**config.mk**
```make
export PLATFORM = sky130hd
export DESIGN_NAME = soc_top
export DESIGN_NICKNAME = d
export VERILOG_FILES = /design/src/hw/soc_pkg.sv /design/src/hw/core_axi_master.sv /design/src/hw/mmio_router.sv /design/src/hw/clint_timer.sv /design/src/hw/ram_port_bridge.sv /design/src/hw/soc_top.sv
export VERILOG_INCLUDE_DIRS = /design/src /design/src/hw
export SDC_FILE = /design/constraint.sdc
export NUM_CORES = 1
export LEC_CHECK = 0
export BUFFER_PORTS_ARGS = -buffer_cell sky130_fd_sc_hd__buf_4
export CORE_UTILIZATION = 58
export DETAILED_ROUTE_END_ITERATION = 12
export PLACE_DENSITY = 0.81
export SYNTH_ARGS = -nofsm -noshare
export SYNTH_HDL_FRONTEND = slang
export SYNTH_HIERARCHICAL = 1
export SYNTH_SLANG_ARGS = --single-unit
```
**constraint.sdc**
```tcl
create_clock -name clk -period 5.9 [get_ports clk]
set_input_delay 1.18 -clock clk [delete_from_list [all_inputs] [get_ports clk]]
set_output_delay 1.18 -clock clk [all_outputs]
set_load 0.005 [all_outputs]
```
**src/hw/soc_defines.svh**
```systemverilog
// address map, bus widths and reset values, included by the package and the bus RTL
`ifndef SOC_DEFINES_SVH
`define SOC_DEFINES_SVH

`define SOC_ADDR_W 64
`define SOC_DATA_W 64
`define SOC_STRB_W 8

// CLINT occupies one 64 KiB region
`define SOC_CLINT_BASE 64'h0000_0000_0200_0000
`define SOC_CLINT_MASK 64'hFFFF_FFFF_FFFF_0000
`define SOC_MTIMECMP_ADDR 64'h0000_0000_0200_4000
`define SOC_MTIME_ADDR 64'h0000_0000_0200_BFF8

// all ones keeps the timer interrupt quiet out of reset
`define SOC_MTIMECMP_RST 64'hFFFF_FFFF_FFFF_FFFF

`endif

```
**src/hw/soc_pkg.sv**
```systemverilog
// AXI channel payload types, response codes and the byte-merge helper shared by the bus RTL
`include "soc_defines.svh"

package soc_pkg;

    typedef enum logic [1:0] {
        RESP_OKAY   = 2'b00,
        RESP_SLVERR = 2'b10
    } resp_t;

    typedef struct packed {
        logic [`SOC_ADDR_W-1:0] addr;
    } axi_aw_t;

    typedef struct packed {
        logic [`SOC_DATA_W-1:0] data;
        logic [`SOC_STRB_W-1:0] strb;
    } axi_w_t;

    typedef struct packed {
        logic [`SOC_ADDR_W-1:0] addr;
    } axi_ar_t;

    typedef struct packed {
        resp_t resp;
    } axi_b_t;

    typedef struct packed {
        logic [`SOC_DATA_W-1:0] data;
        resp_t                  resp;
    } axi_r_t;

    // new bytes win where the strobe is set
    function automatic logic [`SOC_DATA_W-1:0] strb_merge(
        input logic [`SOC_DATA_W-1:0] old_word,
        input logic [`SOC_DATA_W-1:0] new_word,
        input logic [`SOC_STRB_W-1:0] strb
    );
        logic [`SOC_DATA_W-1:0] merged;
        merged = old_word;
        for (int i = 0; i < `SOC_STRB_W; i++) begin
            if (strb[i]) begin
                merged[i*8 +: 8] = new_word[i*8 +: 8];
            end
        end
        return merged;
    endfunction

endpackage

```
**src/hw/core_axi_master.sv**
```systemverilog
// turns the core's level load/store requests into single-beat AXI transactions
`timescale 1ns/1ps
`include "soc_defines.svh"

module core_axi_master (
    input  logic                   clk,
    input  logic                   i_rst_n,
    input  logic [`SOC_ADDR_W-1:0] i_req_addr,
    input  logic [`SOC_DATA_W-1:0] i_req_wdata,
    input  logic [`SOC_STRB_W-1:0] i_req_mask,
    input  logic                   i_req_we,
    input  logic                   i_req_re,
    output logic [`SOC_DATA_W-1:0] o_req_rdata,
    output logic                   o_req_finish,
    output soc_pkg::axi_aw_t       o_aw,
    output logic                   o_aw_valid,
    input  logic                   i_aw_ready,
    output soc_pkg::axi_w_t        o_w,
    output logic                   o_w_valid,
    input  logic                   i_w_ready,
    input  soc_pkg::axi_b_t        i_b,
    input  logic                   i_b_valid,
    output logic                   o_b_ready,
    output soc_pkg::axi_ar_t       o_ar,
    output logic                   o_ar_valid,
    input  logic                   i_ar_ready,
    input  soc_pkg::axi_r_t        i_r,
    input  logic                   i_r_valid,
    output logic                   o_r_ready
);

    typedef enum logic [1:0] {ST_IDLE, ST_WRITE, ST_READ, ST_DONE} state_t;

    state_t                 state;
    logic                   aw_valid_q;
    logic                   w_valid_q;
    logic                   ar_valid_q;
    logic [`SOC_ADDR_W-1:0] addr_q;
    logic [`SOC_DATA_W-1:0] wdata_q;
    logic [`SOC_STRB_W-1:0] mask_q;
    logic [`SOC_DATA_W-1:0] rdata_q;

    always_ff @(posedge clk or negedge i_rst_n) begin
        if (!i_rst_n) begin
            state      <= ST_IDLE;
            aw_valid_q <= 1'b0;
            w_valid_q  <= 1'b0;
            ar_valid_q <= 1'b0;
        end else begin
            case (state)
                ST_IDLE: begin
                    // store wins when both levels are up
                    if (i_req_we) begin
                        state      <= ST_WRITE;
                        aw_valid_q <= 1'b1;
                        w_valid_q  <= 1'b1;
                    end else if (i_req_re) begin
                        state      <= ST_READ;
                        ar_valid_q <= 1'b1;
                    end
                end
                ST_WRITE: begin
                    if (i_aw_ready) begin
                        aw_valid_q <= 1'b0;
                    end
                    if (i_w_ready) begin
                        w_valid_q <= 1'b0;
                    end
                    if (i_b_valid) begin
                        state <= ST_DONE;
                    end
                end
                ST_READ: begin
                    if (i_ar_ready) begin
                        ar_valid_q <= 1'b0;
                    end
                    if (i_r_valid) begin
                        state <= ST_DONE;
                    end
                end
                // the core drops its level during the finish cycle
                default: state <= ST_IDLE;
            endcase
        end
    end

    always_ff @(posedge clk) begin
        if (state == ST_IDLE) begin
            addr_q  <= i_req_addr;
            wdata_q <= i_req_wdata;
            mask_q  <= i_req_mask;
        end
        if (state == ST_READ && i_r_valid) begin
            rdata_q <= i_r.data;
        end
        // store completion reports the response code in the low bits
        if (state == ST_WRITE && i_b_valid) begin
            rdata_q <= {{(`SOC_DATA_W-2){1'b0}}, i_b.resp};
        end
    end

    assign o_aw.addr    = addr_q;
    assign o_aw_valid   = aw_valid_q;
    assign o_w.data     = wdata_q;
    assign o_w.strb     = mask_q;
    assign o_w_valid    = w_valid_q;
    assign o_b_ready    = (state == ST_WRITE);
    assign o_ar.addr    = addr_q;
    assign o_ar_valid   = ar_valid_q;
    assign o_r_ready    = (state == ST_READ);
    assign o_req_rdata  = rdata_q;
    assign o_req_finish = (state == ST_DONE);

endmodule

```
**src/hw/mmio_router.sv**
```systemverilog
// address decoder that steers AXI requests to the CLINT or the RAM bridge and muxes responses
`timescale 1ns/1ps
`include "soc_defines.svh"

module mmio_router (
    input  logic             clk,
    input  logic             i_rst_n,
    input  soc_pkg::axi_aw_t i_aw,
    input  logic             i_aw_valid,
    output logic             o_aw_ready,
    input  soc_pkg::axi_w_t  i_w,
    input  logic             i_w_valid,
    output logic             o_w_ready,
    output soc_pkg::axi_b_t  o_b,
    output logic             o_b_valid,
    input  logic             i_b_ready,
    input  soc_pkg::axi_ar_t i_ar,
    input  logic             i_ar_valid,
    output logic             o_ar_ready,
    output soc_pkg::axi_r_t  o_r,
    output logic             o_r_valid,
    input  logic             i_r_ready,
    output soc_pkg::axi_aw_t o_tim_aw,
    output logic             o_tim_aw_valid,
    input  logic             i_tim_aw_ready,
    output soc_pkg::axi_w_t  o_tim_w,
    output logic             o_tim_w_valid,
    input  logic             i_tim_w_ready,
    input  soc_pkg::axi_b_t  i_tim_b,
    input  logic             i_tim_b_valid,
    output logic             o_tim_b_ready,
    output soc_pkg::axi_ar_t o_tim_ar,
    output logic             o_tim_ar_valid,
    input  logic             i_tim_ar_ready,
    input  soc_pkg::axi_r_t  i_tim_r,
    input  logic             i_tim_r_valid,
    output logic             o_tim_r_ready,
    output soc_pkg::axi_aw_t o_ram_aw,
    output logic             o_ram_aw_valid,
    input  logic             i_ram_aw_ready,
    output soc_pkg::axi_w_t  o_ram_w,
    output logic             o_ram_w_valid,
    input  logic             i_ram_w_ready,
    input  soc_pkg::axi_b_t  i_ram_b,
    input  logic             i_ram_b_valid,
    output logic             o_ram_b_ready,
    output soc_pkg::axi_ar_t o_ram_ar,
    output logic             o_ram_ar_valid,
    input  logic             i_ram_ar_ready,
    input  soc_pkg::axi_r_t  i_ram_r,
    input  logic             i_ram_r_valid,
    output logic             o_ram_r_ready
);

    logic aw_is_tim;
    logic ar_is_tim;
    logic wr_sel_tim_q;
    logic rd_sel_tim_q;

    assign aw_is_tim = (i_aw.addr & `SOC_CLINT_MASK) == `SOC_CLINT_BASE;
    assign ar_is_tim = (i_ar.addr & `SOC_CLINT_MASK) == `SOC_CLINT_BASE;

    // payload fans out to both slaves and only the valid is steered
    assign o_tim_aw       = i_aw;
    assign o_ram_aw       = i_aw;
    assign o_tim_aw_valid = i_aw_valid && aw_is_tim;
    assign o_ram_aw_valid = i_aw_valid && !aw_is_tim;
    assign o_aw_ready     = aw_is_tim ? i_tim_aw_ready : i_ram_aw_ready;

    // W follows the AW address, which the master holds until B
    assign o_tim_w       = i_w;
    assign o_ram_w       = i_w;
    assign o_tim_w_valid = i_w_valid && aw_is_tim;
    assign o_ram_w_valid = i_w_valid && !aw_is_tim;
    assign o_w_ready     = aw_is_tim ? i_tim_w_ready : i_ram_w_ready;

    assign o_tim_ar       = i_ar;
    assign o_ram_ar       = i_ar;
    assign o_tim_ar_valid = i_ar_valid && ar_is_tim;
    assign o_ram_ar_valid = i_ar_valid && !ar_is_tim;
    assign o_ar_ready     = ar_is_tim ? i_tim_ar_ready : i_ram_ar_ready;

    // remember the target until the response comes back
    always_ff @(posedge clk or negedge i_rst_n) begin
        if (!i_rst_n) begin
            wr_sel_tim_q <= 1'b0;
            rd_sel_tim_q <= 1'b0;
        end else begin
            if (i_aw_valid && o_aw_ready) begin
                wr_sel_tim_q <= aw_is_tim;
            end
            if (i_ar_valid && o_ar_ready) begin
                rd_sel_tim_q <= ar_is_tim;
            end
        end
    end

    assign o_b           = wr_sel_tim_q ? i_tim_b : i_ram_b;
    assign o_b_valid     = wr_sel_tim_q ? i_tim_b_valid : i_ram_b_valid;
    assign o_tim_b_ready = i_b_ready && wr_sel_tim_q;
    assign o_ram_b_ready = i_b_ready && !wr_sel_tim_q;

    assign o_r           = rd_sel_tim_q ? i_tim_r : i_ram_r;
    assign o_r_valid     = rd_sel_tim_q ? i_tim_r_valid : i_ram_r_valid;
    assign o_tim_r_ready = i_r_ready && rd_sel_tim_q;
    assign o_ram_r_ready = i_r_ready && !rd_sel_tim_q;

endmodule

```
**src/hw/clint_timer.sv**
```systemverilog
// CLINT slave with mtime and mtimecmp registers, raises the machine timer interrupt
`timescale 1ns/1ps
`include "soc_defines.svh"

module clint_timer (
    input  logic             clk,
    input  logic             i_rst_n,
    input  soc_pkg::axi_aw_t i_aw,
    input  logic             i_aw_valid,
    output logic             o_aw_ready,
    input  soc_pkg::axi_w_t  i_w,
    input  logic             i_w_valid,
    output logic             o_w_ready,
    output soc_pkg::axi_b_t  o_b,
    output logic             o_b_valid,
    input  logic             i_b_ready,
    input  soc_pkg::axi_ar_t i_ar,
    input  logic             i_ar_valid,
    output logic             o_ar_ready,
    output soc_pkg::axi_r_t  o_r,
    output logic             o_r_valid,
    input  logic             i_r_ready,
    output logic             o_timer_intr
);

    logic [`SOC_DATA_W-1:0] mtime;
    logic [`SOC_DATA_W-1:0] mtimecmp;
    logic                   b_valid_q;
    logic                   r_valid_q;
    logic                   wr_fire;
    logic                   rd_fire;

    // AW and W are taken only as a pair
    assign wr_fire    = i_aw_valid && i_w_valid && !b_valid_q;
    assign rd_fire    = i_ar_valid && !r_valid_q;
    assign o_aw_ready = wr_fire;
    assign o_w_ready  = wr_fire;
    assign o_ar_ready = !r_valid_q;

    always_ff @(posedge clk or negedge i_rst_n) begin
        if (!i_rst_n) begin
            mtime     <= '0;
            mtimecmp  <= `SOC_MTIMECMP_RST;
            b_valid_q <= 1'b0;
            r_valid_q <= 1'b0;
        end else begin
            // a write to mtime replaces this cycle's increment
            if (wr_fire && i_aw.addr == `SOC_MTIME_ADDR) begin
                mtime <= soc_pkg::strb_merge(mtime, i_w.data, i_w.strb);
            end else begin
                mtime <= mtime + 1'b1;
            end
            if (wr_fire && i_aw.addr == `SOC_MTIMECMP_ADDR) begin
                mtimecmp <= soc_pkg::strb_merge(mtimecmp, i_w.data, i_w.strb);
            end
            if (wr_fire) begin
                b_valid_q <= 1'b1;
            end else if (i_b_ready) begin
                b_valid_q <= 1'b0;
            end
            if (rd_fire) begin
                r_valid_q <= 1'b1;
            end else if (i_r_ready) begin
                r_valid_q <= 1'b0;
            end
        end
    end

    always_ff @(posedge clk) begin
        if (wr_fire) begin
            o_b.resp <= (i_aw.addr == `SOC_MTIME_ADDR || i_aw.addr == `SOC_MTIMECMP_ADDR) ?
                        soc_pkg::RESP_OKAY : soc_pkg::RESP_SLVERR;
        end
        if (rd_fire) begin
            case (i_ar.addr)
                `SOC_MTIME_ADDR: begin
                    o_r.data <= mtime;
                    o_r.resp <= soc_pkg::RESP_OKAY;
                end
                `SOC_MTIMECMP_ADDR: begin
                    o_r.data <= mtimecmp;
                    o_r.resp <= soc_pkg::RESP_OKAY;
                end
                default: begin
                    o_r.data <= '0;
                    o_r.resp <= soc_pkg::RESP_SLVERR;
                end
            endcase
        end
    end

    assign o_b_valid    = b_valid_q;
    assign o_r_valid    = r_valid_q;
    assign o_timer_intr = (mtime >= mtimecmp);

endmodule

```
**src/hw/ram_port_bridge.sv**
```systemverilog
// AXI slave that sequences the external RAM read/write strobes, with read-merge-write stores
`timescale 1ns/1ps
`include "soc_defines.svh"

module ram_port_bridge (
    input  logic                   clk,
    input  logic                   i_rst_n,
    input  soc_pkg::axi_aw_t       i_aw,
    input  logic                   i_aw_valid,
    output logic                   o_aw_ready,
    input  soc_pkg::axi_w_t        i_w,
    input  logic                   i_w_valid,
    output logic                   o_w_ready,
    output soc_pkg::axi_b_t        o_b,
    output logic                   o_b_valid,
    input  logic                   i_b_ready,
    input  soc_pkg::axi_ar_t       i_ar,
    input  logic                   i_ar_valid,
    output logic                   o_ar_ready,
    output soc_pkg::axi_r_t        o_r,
    output logic                   o_r_valid,
    input  logic                   i_r_ready,
    output logic                   o_ram_read_ena,
    output logic [`SOC_ADDR_W-1:0] o_ram_addr,
    input  logic [`SOC_DATA_W-1:0] i_ram_rdata,
    output logic                   o_ram_write_ena,
    output logic [`SOC_ADDR_W-1:0] o_ram_write_addr,
    output logic [`SOC_DATA_W-1:0] o_ram_write_data
);

    typedef enum logic [2:0] {
        ST_IDLE, ST_RD_STROBE, ST_RD_RESP, ST_WR_READ, ST_WR_WRITE, ST_WR_RESP
    } state_t;

    state_t                 state;
    logic                   wr_fire;
    logic                   rd_fire;
    logic [`SOC_ADDR_W-1:0] addr_q;
    logic [`SOC_DATA_W-1:0] wdata_q;
    logic [`SOC_STRB_W-1:0] strb_q;
    logic [`SOC_DATA_W-1:0] data_q;

    // a pending store blocks the read channel
    assign wr_fire    = (state == ST_IDLE) && i_aw_valid && i_w_valid;
    assign rd_fire    = (state == ST_IDLE) && i_ar_valid && !i_aw_valid;
    assign o_aw_ready = wr_fire;
    assign o_w_ready  = wr_fire;
    assign o_ar_ready = (state == ST_IDLE) && !i_aw_valid;

    always_ff @(posedge clk or negedge i_rst_n) begin
        if (!i_rst_n) begin
            state <= ST_IDLE;
        end else begin
            case (state)
                ST_IDLE: begin
                    if (wr_fire) begin
                        state <= ST_WR_READ;
                    end else if (rd_fire) begin
                        state <= ST_RD_STROBE;
                    end
                end
                ST_RD_STROBE: state <= ST_RD_RESP;
                ST_RD_RESP:   state <= i_r_ready ? ST_IDLE : ST_RD_RESP;
                ST_WR_READ:   state <= ST_WR_WRITE;
                ST_WR_WRITE:  state <= ST_WR_RESP;
                default:      state <= i_b_ready ? ST_IDLE : ST_WR_RESP;
            endcase
        end
    end

    always_ff @(posedge clk) begin
        if (wr_fire) begin
            addr_q  <= i_aw.addr;
            wdata_q <= i_w.data;
            strb_q  <= i_w.strb;
        end else if (rd_fire) begin
            addr_q <= i_ar.addr;
        end
        // old word comes back in the strobe cycle
        if (state == ST_RD_STROBE) begin
            data_q <= i_ram_rdata;
        end
        if (state == ST_WR_READ) begin
            data_q <= soc_pkg::strb_merge(i_ram_rdata, wdata_q, strb_q);
        end
    end

    assign o_ram_read_ena   = (state == ST_RD_STROBE) || (state == ST_WR_READ);
    assign o_ram_addr       = addr_q;
    assign o_ram_write_ena  = (state == ST_WR_WRITE);
    assign o_ram_write_addr = addr_q;
    assign o_ram_write_data = data_q;

    assign o_r.data  = data_q;
    assign o_r.resp  = soc_pkg::RESP_OKAY;
    assign o_r_valid = (state == ST_RD_RESP);
    assign o_b.resp  = soc_pkg::RESP_OKAY;
    assign o_b_valid = (state == ST_WR_RESP);

endmodule

```
**src/hw/soc_top.sv**
```systemverilog
// top level of the MMIO data path: core-side master, address router, CLINT and RAM bridge
`timescale 1ns/1ps
`include "soc_defines.svh"

module soc_top (
    input  logic                   clk,
    input  logic                   i_rst_n,
    input  logic [`SOC_ADDR_W-1:0] i_req_addr,
    input  logic [`SOC_DATA_W-1:0] i_req_wdata,
    input  logic [`SOC_STRB_W-1:0] i_req_mask,
    input  logic                   i_req_we,
    input  logic                   i_req_re,
    output logic [`SOC_DATA_W-1:0] o_req_rdata,
    output logic                   o_req_finish,
    output logic                   o_ram_read_ena,
    output logic [`SOC_ADDR_W-1:0] o_ram_addr,
    input  logic [`SOC_DATA_W-1:0] i_ram_rdata,
    output logic                   o_ram_write_ena,
    output logic [`SOC_ADDR_W-1:0] o_ram_write_addr,
    output logic [`SOC_DATA_W-1:0] o_ram_write_data,
    output logic                   o_timer_intr
);

    soc_pkg::axi_aw_t mst_aw, tim_aw, ram_aw;
    soc_pkg::axi_w_t  mst_w, tim_w, ram_w;
    soc_pkg::axi_b_t  mst_b, tim_b, ram_b;
    soc_pkg::axi_ar_t mst_ar, tim_ar, ram_ar;
    soc_pkg::axi_r_t  mst_r, tim_r, ram_r;

    logic mst_aw_valid, mst_aw_ready, mst_w_valid, mst_w_ready, mst_b_valid, mst_b_ready;
    logic mst_ar_valid, mst_ar_ready, mst_r_valid, mst_r_ready;
    logic tim_aw_valid, tim_aw_ready, tim_w_valid, tim_w_ready, tim_b_valid, tim_b_ready;
    logic tim_ar_valid, tim_ar_ready, tim_r_valid, tim_r_ready;
    logic ram_aw_valid, ram_aw_ready, ram_w_valid, ram_w_ready, ram_b_valid, ram_b_ready;
    logic ram_ar_valid, ram_ar_ready, ram_r_valid, ram_r_ready;

    core_axi_master u_master (
        .clk(clk), .i_rst_n(i_rst_n),
        .i_req_addr(i_req_addr), .i_req_wdata(i_req_wdata), .i_req_mask(i_req_mask),
        .i_req_we(i_req_we), .i_req_re(i_req_re),
        .o_req_rdata(o_req_rdata), .o_req_finish(o_req_finish),
        .o_aw(mst_aw), .o_aw_valid(mst_aw_valid), .i_aw_ready(mst_aw_ready),
        .o_w(mst_w), .o_w_valid(mst_w_valid), .i_w_ready(mst_w_ready),
        .i_b(mst_b), .i_b_valid(mst_b_valid), .o_b_ready(mst_b_ready),
        .o_ar(mst_ar), .o_ar_valid(mst_ar_valid), .i_ar_ready(mst_ar_ready),
        .i_r(mst_r), .i_r_valid(mst_r_valid), .o_r_ready(mst_r_ready)
    );

    mmio_router u_router (
        .clk(clk), .i_rst_n(i_rst_n),
        .i_aw(mst_aw), .i_aw_valid(mst_aw_valid), .o_aw_ready(mst_aw_ready),
        .i_w(mst_w), .i_w_valid(mst_w_valid), .o_w_ready(mst_w_ready),
        .o_b(mst_b), .o_b_valid(mst_b_valid), .i_b_ready(mst_b_ready),
        .i_ar(mst_ar), .i_ar_valid(mst_ar_valid), .o_ar_ready(mst_ar_ready),
        .o_r(mst_r), .o_r_valid(mst_r_valid), .i_r_ready(mst_r_ready),
        .o_tim_aw(tim_aw), .o_tim_aw_valid(tim_aw_valid), .i_tim_aw_ready(tim_aw_ready),
        .o_tim_w(tim_w), .o_tim_w_valid(tim_w_valid), .i_tim_w_ready(tim_w_ready),
        .i_tim_b(tim_b), .i_tim_b_valid(tim_b_valid), .o_tim_b_ready(tim_b_ready),
        .o_tim_ar(tim_ar), .o_tim_ar_valid(tim_ar_valid), .i_tim_ar_ready(tim_ar_ready),
        .i_tim_r(tim_r), .i_tim_r_valid(tim_r_valid), .o_tim_r_ready(tim_r_ready),
        .o_ram_aw(ram_aw), .o_ram_aw_valid(ram_aw_valid), .i_ram_aw_ready(ram_aw_ready),
        .o_ram_w(ram_w), .o_ram_w_valid(ram_w_valid), .i_ram_w_ready(ram_w_ready),
        .i_ram_b(ram_b), .i_ram_b_valid(ram_b_valid), .o_ram_b_ready(ram_b_ready),
        .o_ram_ar(ram_ar), .o_ram_ar_valid(ram_ar_valid), .i_ram_ar_ready(ram_ar_ready),
        .i_ram_r(ram_r), .i_ram_r_valid(ram_r_valid), .o_ram_r_ready(ram_r_ready)
    );

    clint_timer u_clint (
        .clk(clk), .i_rst_n(i_rst_n),
        .i_aw(tim_aw), .i_aw_valid(tim_aw_valid), .o_aw_ready(tim_aw_ready),
        .i_w(tim_w), .i_w_valid(tim_w_valid), .o_w_ready(tim_w_ready),
        .o_b(tim_b), .o_b_valid(tim_b_valid), .i_b_ready(tim_b_ready),
        .i_ar(tim_ar), .i_ar_valid(tim_ar_valid), .o_ar_ready(tim_ar_ready),
        .o_r(tim_r), .o_r_valid(tim_r_valid), .i_r_ready(tim_r_ready),
        .o_timer_intr(o_timer_intr)
    );

    ram_port_bridge u_ram_bridge (
        .clk(clk), .i_rst_n(i_rst_n),
        .i_aw(ram_aw), .i_aw_valid(ram_aw_valid), .o_aw_ready(ram_aw_ready),
        .i_w(ram_w), .i_w_valid(ram_w_valid), .o_w_ready(ram_w_ready),
        .o_b(ram_b), .o_b_valid(ram_b_valid), .i_b_ready(ram_b_ready),
        .i_ar(ram_ar), .i_ar_valid(ram_ar_valid), .o_ar_ready(ram_ar_ready),
        .o_r(ram_r), .o_r_valid(ram_r_valid), .i_r_ready(ram_r_ready),
        .o_ram_read_ena(o_ram_read_ena), .o_ram_addr(o_ram_addr), .i_ram_rdata(i_ram_rdata),
        .o_ram_write_ena(o_ram_write_ena), .o_ram_write_addr(o_ram_write_addr),
        .o_ram_write_data(o_ram_write_data)
    );

endmodule

```
== Yosys cells after proc, flatten, opt, wreduce, memory -nomap -nowiden ==
Index checks and enable logic that the tools add are counted.

* Input port bits: 204
* Output and inout port bits: 260
* Register bits after elaboration: 607

* Reductions and logical operators: 49
* Add/subtract/negate cells: 1
* $lt $le $gt $ge: 1
* Mux-type cells: 52
* Eq/ne operators: 28

{| class="wikitable"
|+ Operators with widths
! kind !! number
|-
| $mux 64 || 5
|-
| $pmux 66 s2 || 1
|-
| $eq 64x26->1 const B || 2
|-
| $mux 8 || 16
|-
| $mux 66 || 1
|-
| $add 64x1->64 const B || 1
|-
| $ge 64x64->1 || 1
|-
| $eq 48x10->1 const B || 1
|-
| $ne 2x2->1 const B || 13
|-
| $logic_and 1x1->1 || 21
|-
| $mux 2 || 9
|-
| $reduce_and 2->1 || 8
|-
| $pmux 3 s5 || 1
|-
| $reduce_bool 2->1 || 7
|-
| $mux 1 || 13
|-
| $mux 3 || 3
|-
| $eq 3x2->1 const B || 2
|-
| $eq 3x3->1 const B || 2
|-
| $logic_not 1->1 || 6
|-
| $pmux 2 s3 || 1
|-
| $reduce_and 3->1 || 2
|-
| $eq 2x2->1 const B || 2
|-
| $ne 2x1->1 const B || 2
|-
| $pmux 1 s2 || 2
|-
| 8 further kinds || 9
|}

== Depth between registers and ports, before layout ==
* Depth after elaboration: 8
* Depth in mapped cells: 15
* Depth with buffers taken out: 11

== Cells and area by module ==
Netlist, hierarchy kept.

{| class="wikitable"
|+ Modules (own cells, without submodules)
! module !! seq. area each (sq um) !! cells each !! instances !! area an instance (sq um)
|-
| clint_timer || 5,315.1 || 1,096 || 1 || 11,621.1
|-
| ram_port_bridge || 6,080.8 || 502 || 1 || 8,901.0
|-
| core_axi_master || 5,510.3 || 520 || 1 || 7,221.9
|-
| mmio_router || 50.0 || 533 || 1 || 4,276.6
|}

== Worst setup path after synthesis ==
Ideal clock, no wire load.

* Path kind: reg-to-reg
* From: reg u_master.addr_q[26] (netlist: u_master/o_ar[26])
* To: reg u_clint/o_r[10] in the netlist's numbering, enable pin
* Data arrival time: 4.286 ns
* Setup slack: 1.116 ns
* Cell stages (with the launch flop): 6
* Cells stage by stage: edfxtp_1 > nor4_1 > nand4_1 > nor4_2 > and2_1 > nor2b_1

* Longest elaborated chain between the ends: 3

{| class="wikitable"
|+ RTL lines
! what !! RTL line !! RTL
|-
| start: declaration || core_axi_master.sv:38 || <nowiki>logic [`SOC_ADDR_W-1:0] addr_q;</nowiki>
|-
| start signal: assignment || core_axi_master.sv:89 || <nowiki>addr_q <= i_req_addr;</nowiki>
|-
| $eq 48x10->1 (no line) || -- ||
|-
| $logic_and 1x1->1 || mmio_router.sv:79 || <nowiki>assign o_tim_ar_valid = i_ar_valid && ar_is_tim;</nowiki>
|-
| named net tim_ar_valid || soc_top.sv:33 || <nowiki>logic tim_ar_valid, tim_ar_ready, tim_r_valid, tim_r_ready;</nowiki>
|-
| $logic_and 1x1->1 || clint_timer.sv:35 || <nowiki>assign rd_fire = i_ar_valid && !r_valid_q;</nowiki>
|-
| named net u_clint.rd_fire || clint_timer.sv:31 || <nowiki>logic rd_fire;</nowiki>
|-
| end: declaration || clint_timer.sv:20 || <nowiki>output soc_pkg::axi_r_t o_r,</nowiki>
|}

The timed path passes the listed nets, and every way through them passes these cells.
A chain may end at the register's enable or synchronous reset.

== Worst setup path after layout ==
* From: reg u_clint.mtime[0]
* To: out o_timer_intr

* Longest elaborated chain between the ends: 1

{| class="wikitable"
|+ RTL lines
! what !! RTL line !! RTL
|-
| start: declaration || clint_timer.sv:26 || <nowiki>logic [`SOC_DATA_W-1:0] mtime;</nowiki>
|-
| start signal: assignment || clint_timer.sv:49 || <nowiki>mtime <= soc_pkg::strb_merge(mtime, i_w.data, i_w.strb);</nowiki>
|-
| start signal: assignment || clint_timer.sv:51 || <nowiki>mtime <= mtime + 1'b1;</nowiki>
|-
| $ge 64x64->1 || clint_timer.sv:94 || <nowiki>assign o_timer_intr = (mtime >= mtimecmp);</nowiki>
|-
| end: declaration || soc_top.sv:21 || <nowiki>output logic o_timer_intr</nowiki>
|}

No other way between the ends.

==> impl_metrics.py <==
metrics = {
    "setup_path": {
        "cp.required_ns": 4.72,
        "crit_chain": "inv_1, ha_1, nor2b_1, o21ai_0, a21oi_1, o21ai_0, a21oi_1, o21ai_0, buf_4",
        "arrival_ns": 3.45,
        "cp-start-kind": "flop",
        "slowest_delay_ns": 0.66,
        "crit_path_frequent_cell": "o21ai_0",
        "path_class": "reg -> out",
        "cp_slowest_cell": "o21ai_0",
        "end_kind": "output port",
        "critPathMaxFanout": 8,
    },
    "detailed_routing": {
        "post_drt_wl_per_cell_um": 23.0,
        "drc": 0,
        "via_per_inst": 5.90,
        "routed-via-count": 19272,
        "detail-route-antenna-nets": 0,
        "drt_wl_total_um": 75000,
        "drt_iter0_drc": 1609,
        "drt_pass1_iterations": 5,
    },
    "clock_network": {
        "cts_hold_buf": 0,
        "cts_setup_buffers": 0,
        "ctsResizeCount": 0,
        "cts.clk_slew.worst_paths_ns": 0.06,
        "clock-sinks": 605,
        "clockRootBuffer": "clkbuf_16",
        "insertion_delay_ns": 0.61,
        "clock_path_buffers": 3,
        "cts_buffers": 66,
        "htreeDepth": 3,
        "cts_tree": "yes",
    },
    "global_route": {
        "overflow": 0,
        "grt_max_degree": 100,
        "grt_usage": 0.267,
        "grt_pass1_vias": 18990,
        "grt_antenna_before_repair": 2,
        "grt_pass1_wl_um": 114000,
    },
    "floorplan": {
        "chipWidth_um": 237,
        "pin_count": 464,
        "die_area_um2": 56000,
        "core-area_um2": 54100,
        "fp-row-count": 85,
        "initial_core_util": 0.590,
        "die_h_um": 237,
    },
    "synthesis": {
        "syn_area_per_cell_um2": 12.1,
        "syn-instance-count": 2644,
        "ys_warn_count": 6,
        "syn_area_um2": 31900,
    },
    "sta": {
        "relSlewSlack": 0.176,
        "hold_viol": 0,
        "finalCritPeriodShare": 0.784,
        "rsz0062_at_grt": "false",
        "setup_violations": 0,
        "slew_violations": 0,
        "tns_ns": 0,
        "tightest_slew_ns": 1.23,
        "fin_crit_ns": 4.63,
        "max_freq_mhz": 216,
        "skew_ns": 0.0326,
    },
    "placed_design": {
        "port_buffers": 463,
        "hpwl_um": 53300,
        "place.gp.congestion": 0.953,
    },
    "power_and_ir_drop": {
        "ir_drop_mv": 0.297,
        "power.density_nw_per_um2": 418,
        "p_total_w": 0.0142,
        "leakagePower_nw": 13.2,
    },
    "layout": {
        "layout_commonest_cell": "buf_4",
        "regArea_um2": 16900,
        "multiInputGateArea_um2": 9740,
        "fillerInstances": 4041,
        "fin_nets": 2794,
        "mostFrequentLayoutCells": "buf_4, edfxtp_1, mux2_2",
        "drive_gt1_frac": 0.387,
        "area_delta_synth_final_pct": 6.08,
    },
    "outcome": {
        "status": "finished, final reports clean",
    },
    "min_path": {
        "min_path_type": "reg -> reg",
    },
    "flow_run": {
        "max-cap-violations": 0,
    },
}
## worst max-delay path, delay by kind of cell (launching register included)
kind	cells	cell delay (ns)
AO/OA/AOI/OAI	5	1.70
adder cells (fa/ha/maj)	1	0.29
buffers and inverters	2	0.26
flip-flops	1	0.54
AND/OR/NAND/NOR	1	0.04
## metal layers
metal | GRT usage | routed length [um]
met2 | 0.432 | 36300
met4 | 0.0805 | 1850
met1 | 0.364 | 31100
met3 | 0.0529 | 5730
met5 | 0 | 0
## sequential cells by signal, summed over array words and instances, names as in the netlist, 2 cells and up
signal,flops
u_clint/mtime,64
u_clint/mtimecmp,64
u_clint/o_r,64
u_master/mask_q,8
u_master/o_ar,64
u_master/o_req_rdata,64
u_master/state,2
u_master/wdata_q,64
u_ram_bridge/o_ram_addr,64
u_ram_bridge/o_ram_write_data,64
u_ram_bridge/state,3
u_ram_bridge/strb_q,8
u_ram_bridge/wdata_q,64
## cell type report
class / instances / share of cell area
Antenna cell: 2 / 0.000148
Clock buffer: 87 / 0.0557
Clock inverter: 31 / 0.0125
Inverter: 99 / 0.0110
Multi-Input combinational cell: 1260 / 0.287
Sequential cell: 605 / 0.500
Tap cell: 696 / 0.0257
Timing Repair Buffer: 485 / 0.108
## path summary, 6_finish.rpt
path,startpoint,end,slack [ns],cells after the start
max,u_clint/mtime[0]$_DFFE_PN0P_,o_timer_intr,1.27,9
min,u_master/o_req_rdata[37]$_SDFFE_PP0P_,u_master/o_req_rdata[37]$_SDFFE_PP0P_,0.45,2
max reg2reg,u_master/o_ar[26]$_DFFE_PN_,u_clint/mtime[18]$_DFFE_PN0P_,1.37,11
min reg2reg,u_master/o_req_rdata[37]$_SDFFE_PP0P_,u_master/o_req_rdata[37]$_SDFFE_PP0P_,0.45,2
max in group asynchronous,i_rst_n,u_router/rd_sel_tim_q$_DFFE_PN0P_,3.94,2
min in group asynchronous,i_rst_n,u_clint/mtime[50]$_DFFE_PN0P_,0.63,1
## power by group
group / total, W / switching (W) / internal, W
Sequential: 0.00674 / 0.000844 / 0.00589
Clock: 0.00437 / 0.00168 / 0.00269
Combinational: 0.00307 / 0.00150 / 0.00157
## stage by stage
step	utilization	hold WS, ns	instance area [um^2]	setup slack [ns]	cells
2_1_floorplan	-	0.453	31900	1.16	2645
3_3_place_gp	0.583	0.440	31600	1.72	3145
3_5_place_dp	0.583	0.443	31600	1.51	3145
4_1_cts	0.626	0.455	33900	1.33	3263
5_1_grt	0.626	0.471	33900	1.08	3265
6_report	0.626	0.453	33900	1.27	3265
Note: power is estimated with default switching activity, not from simulation.
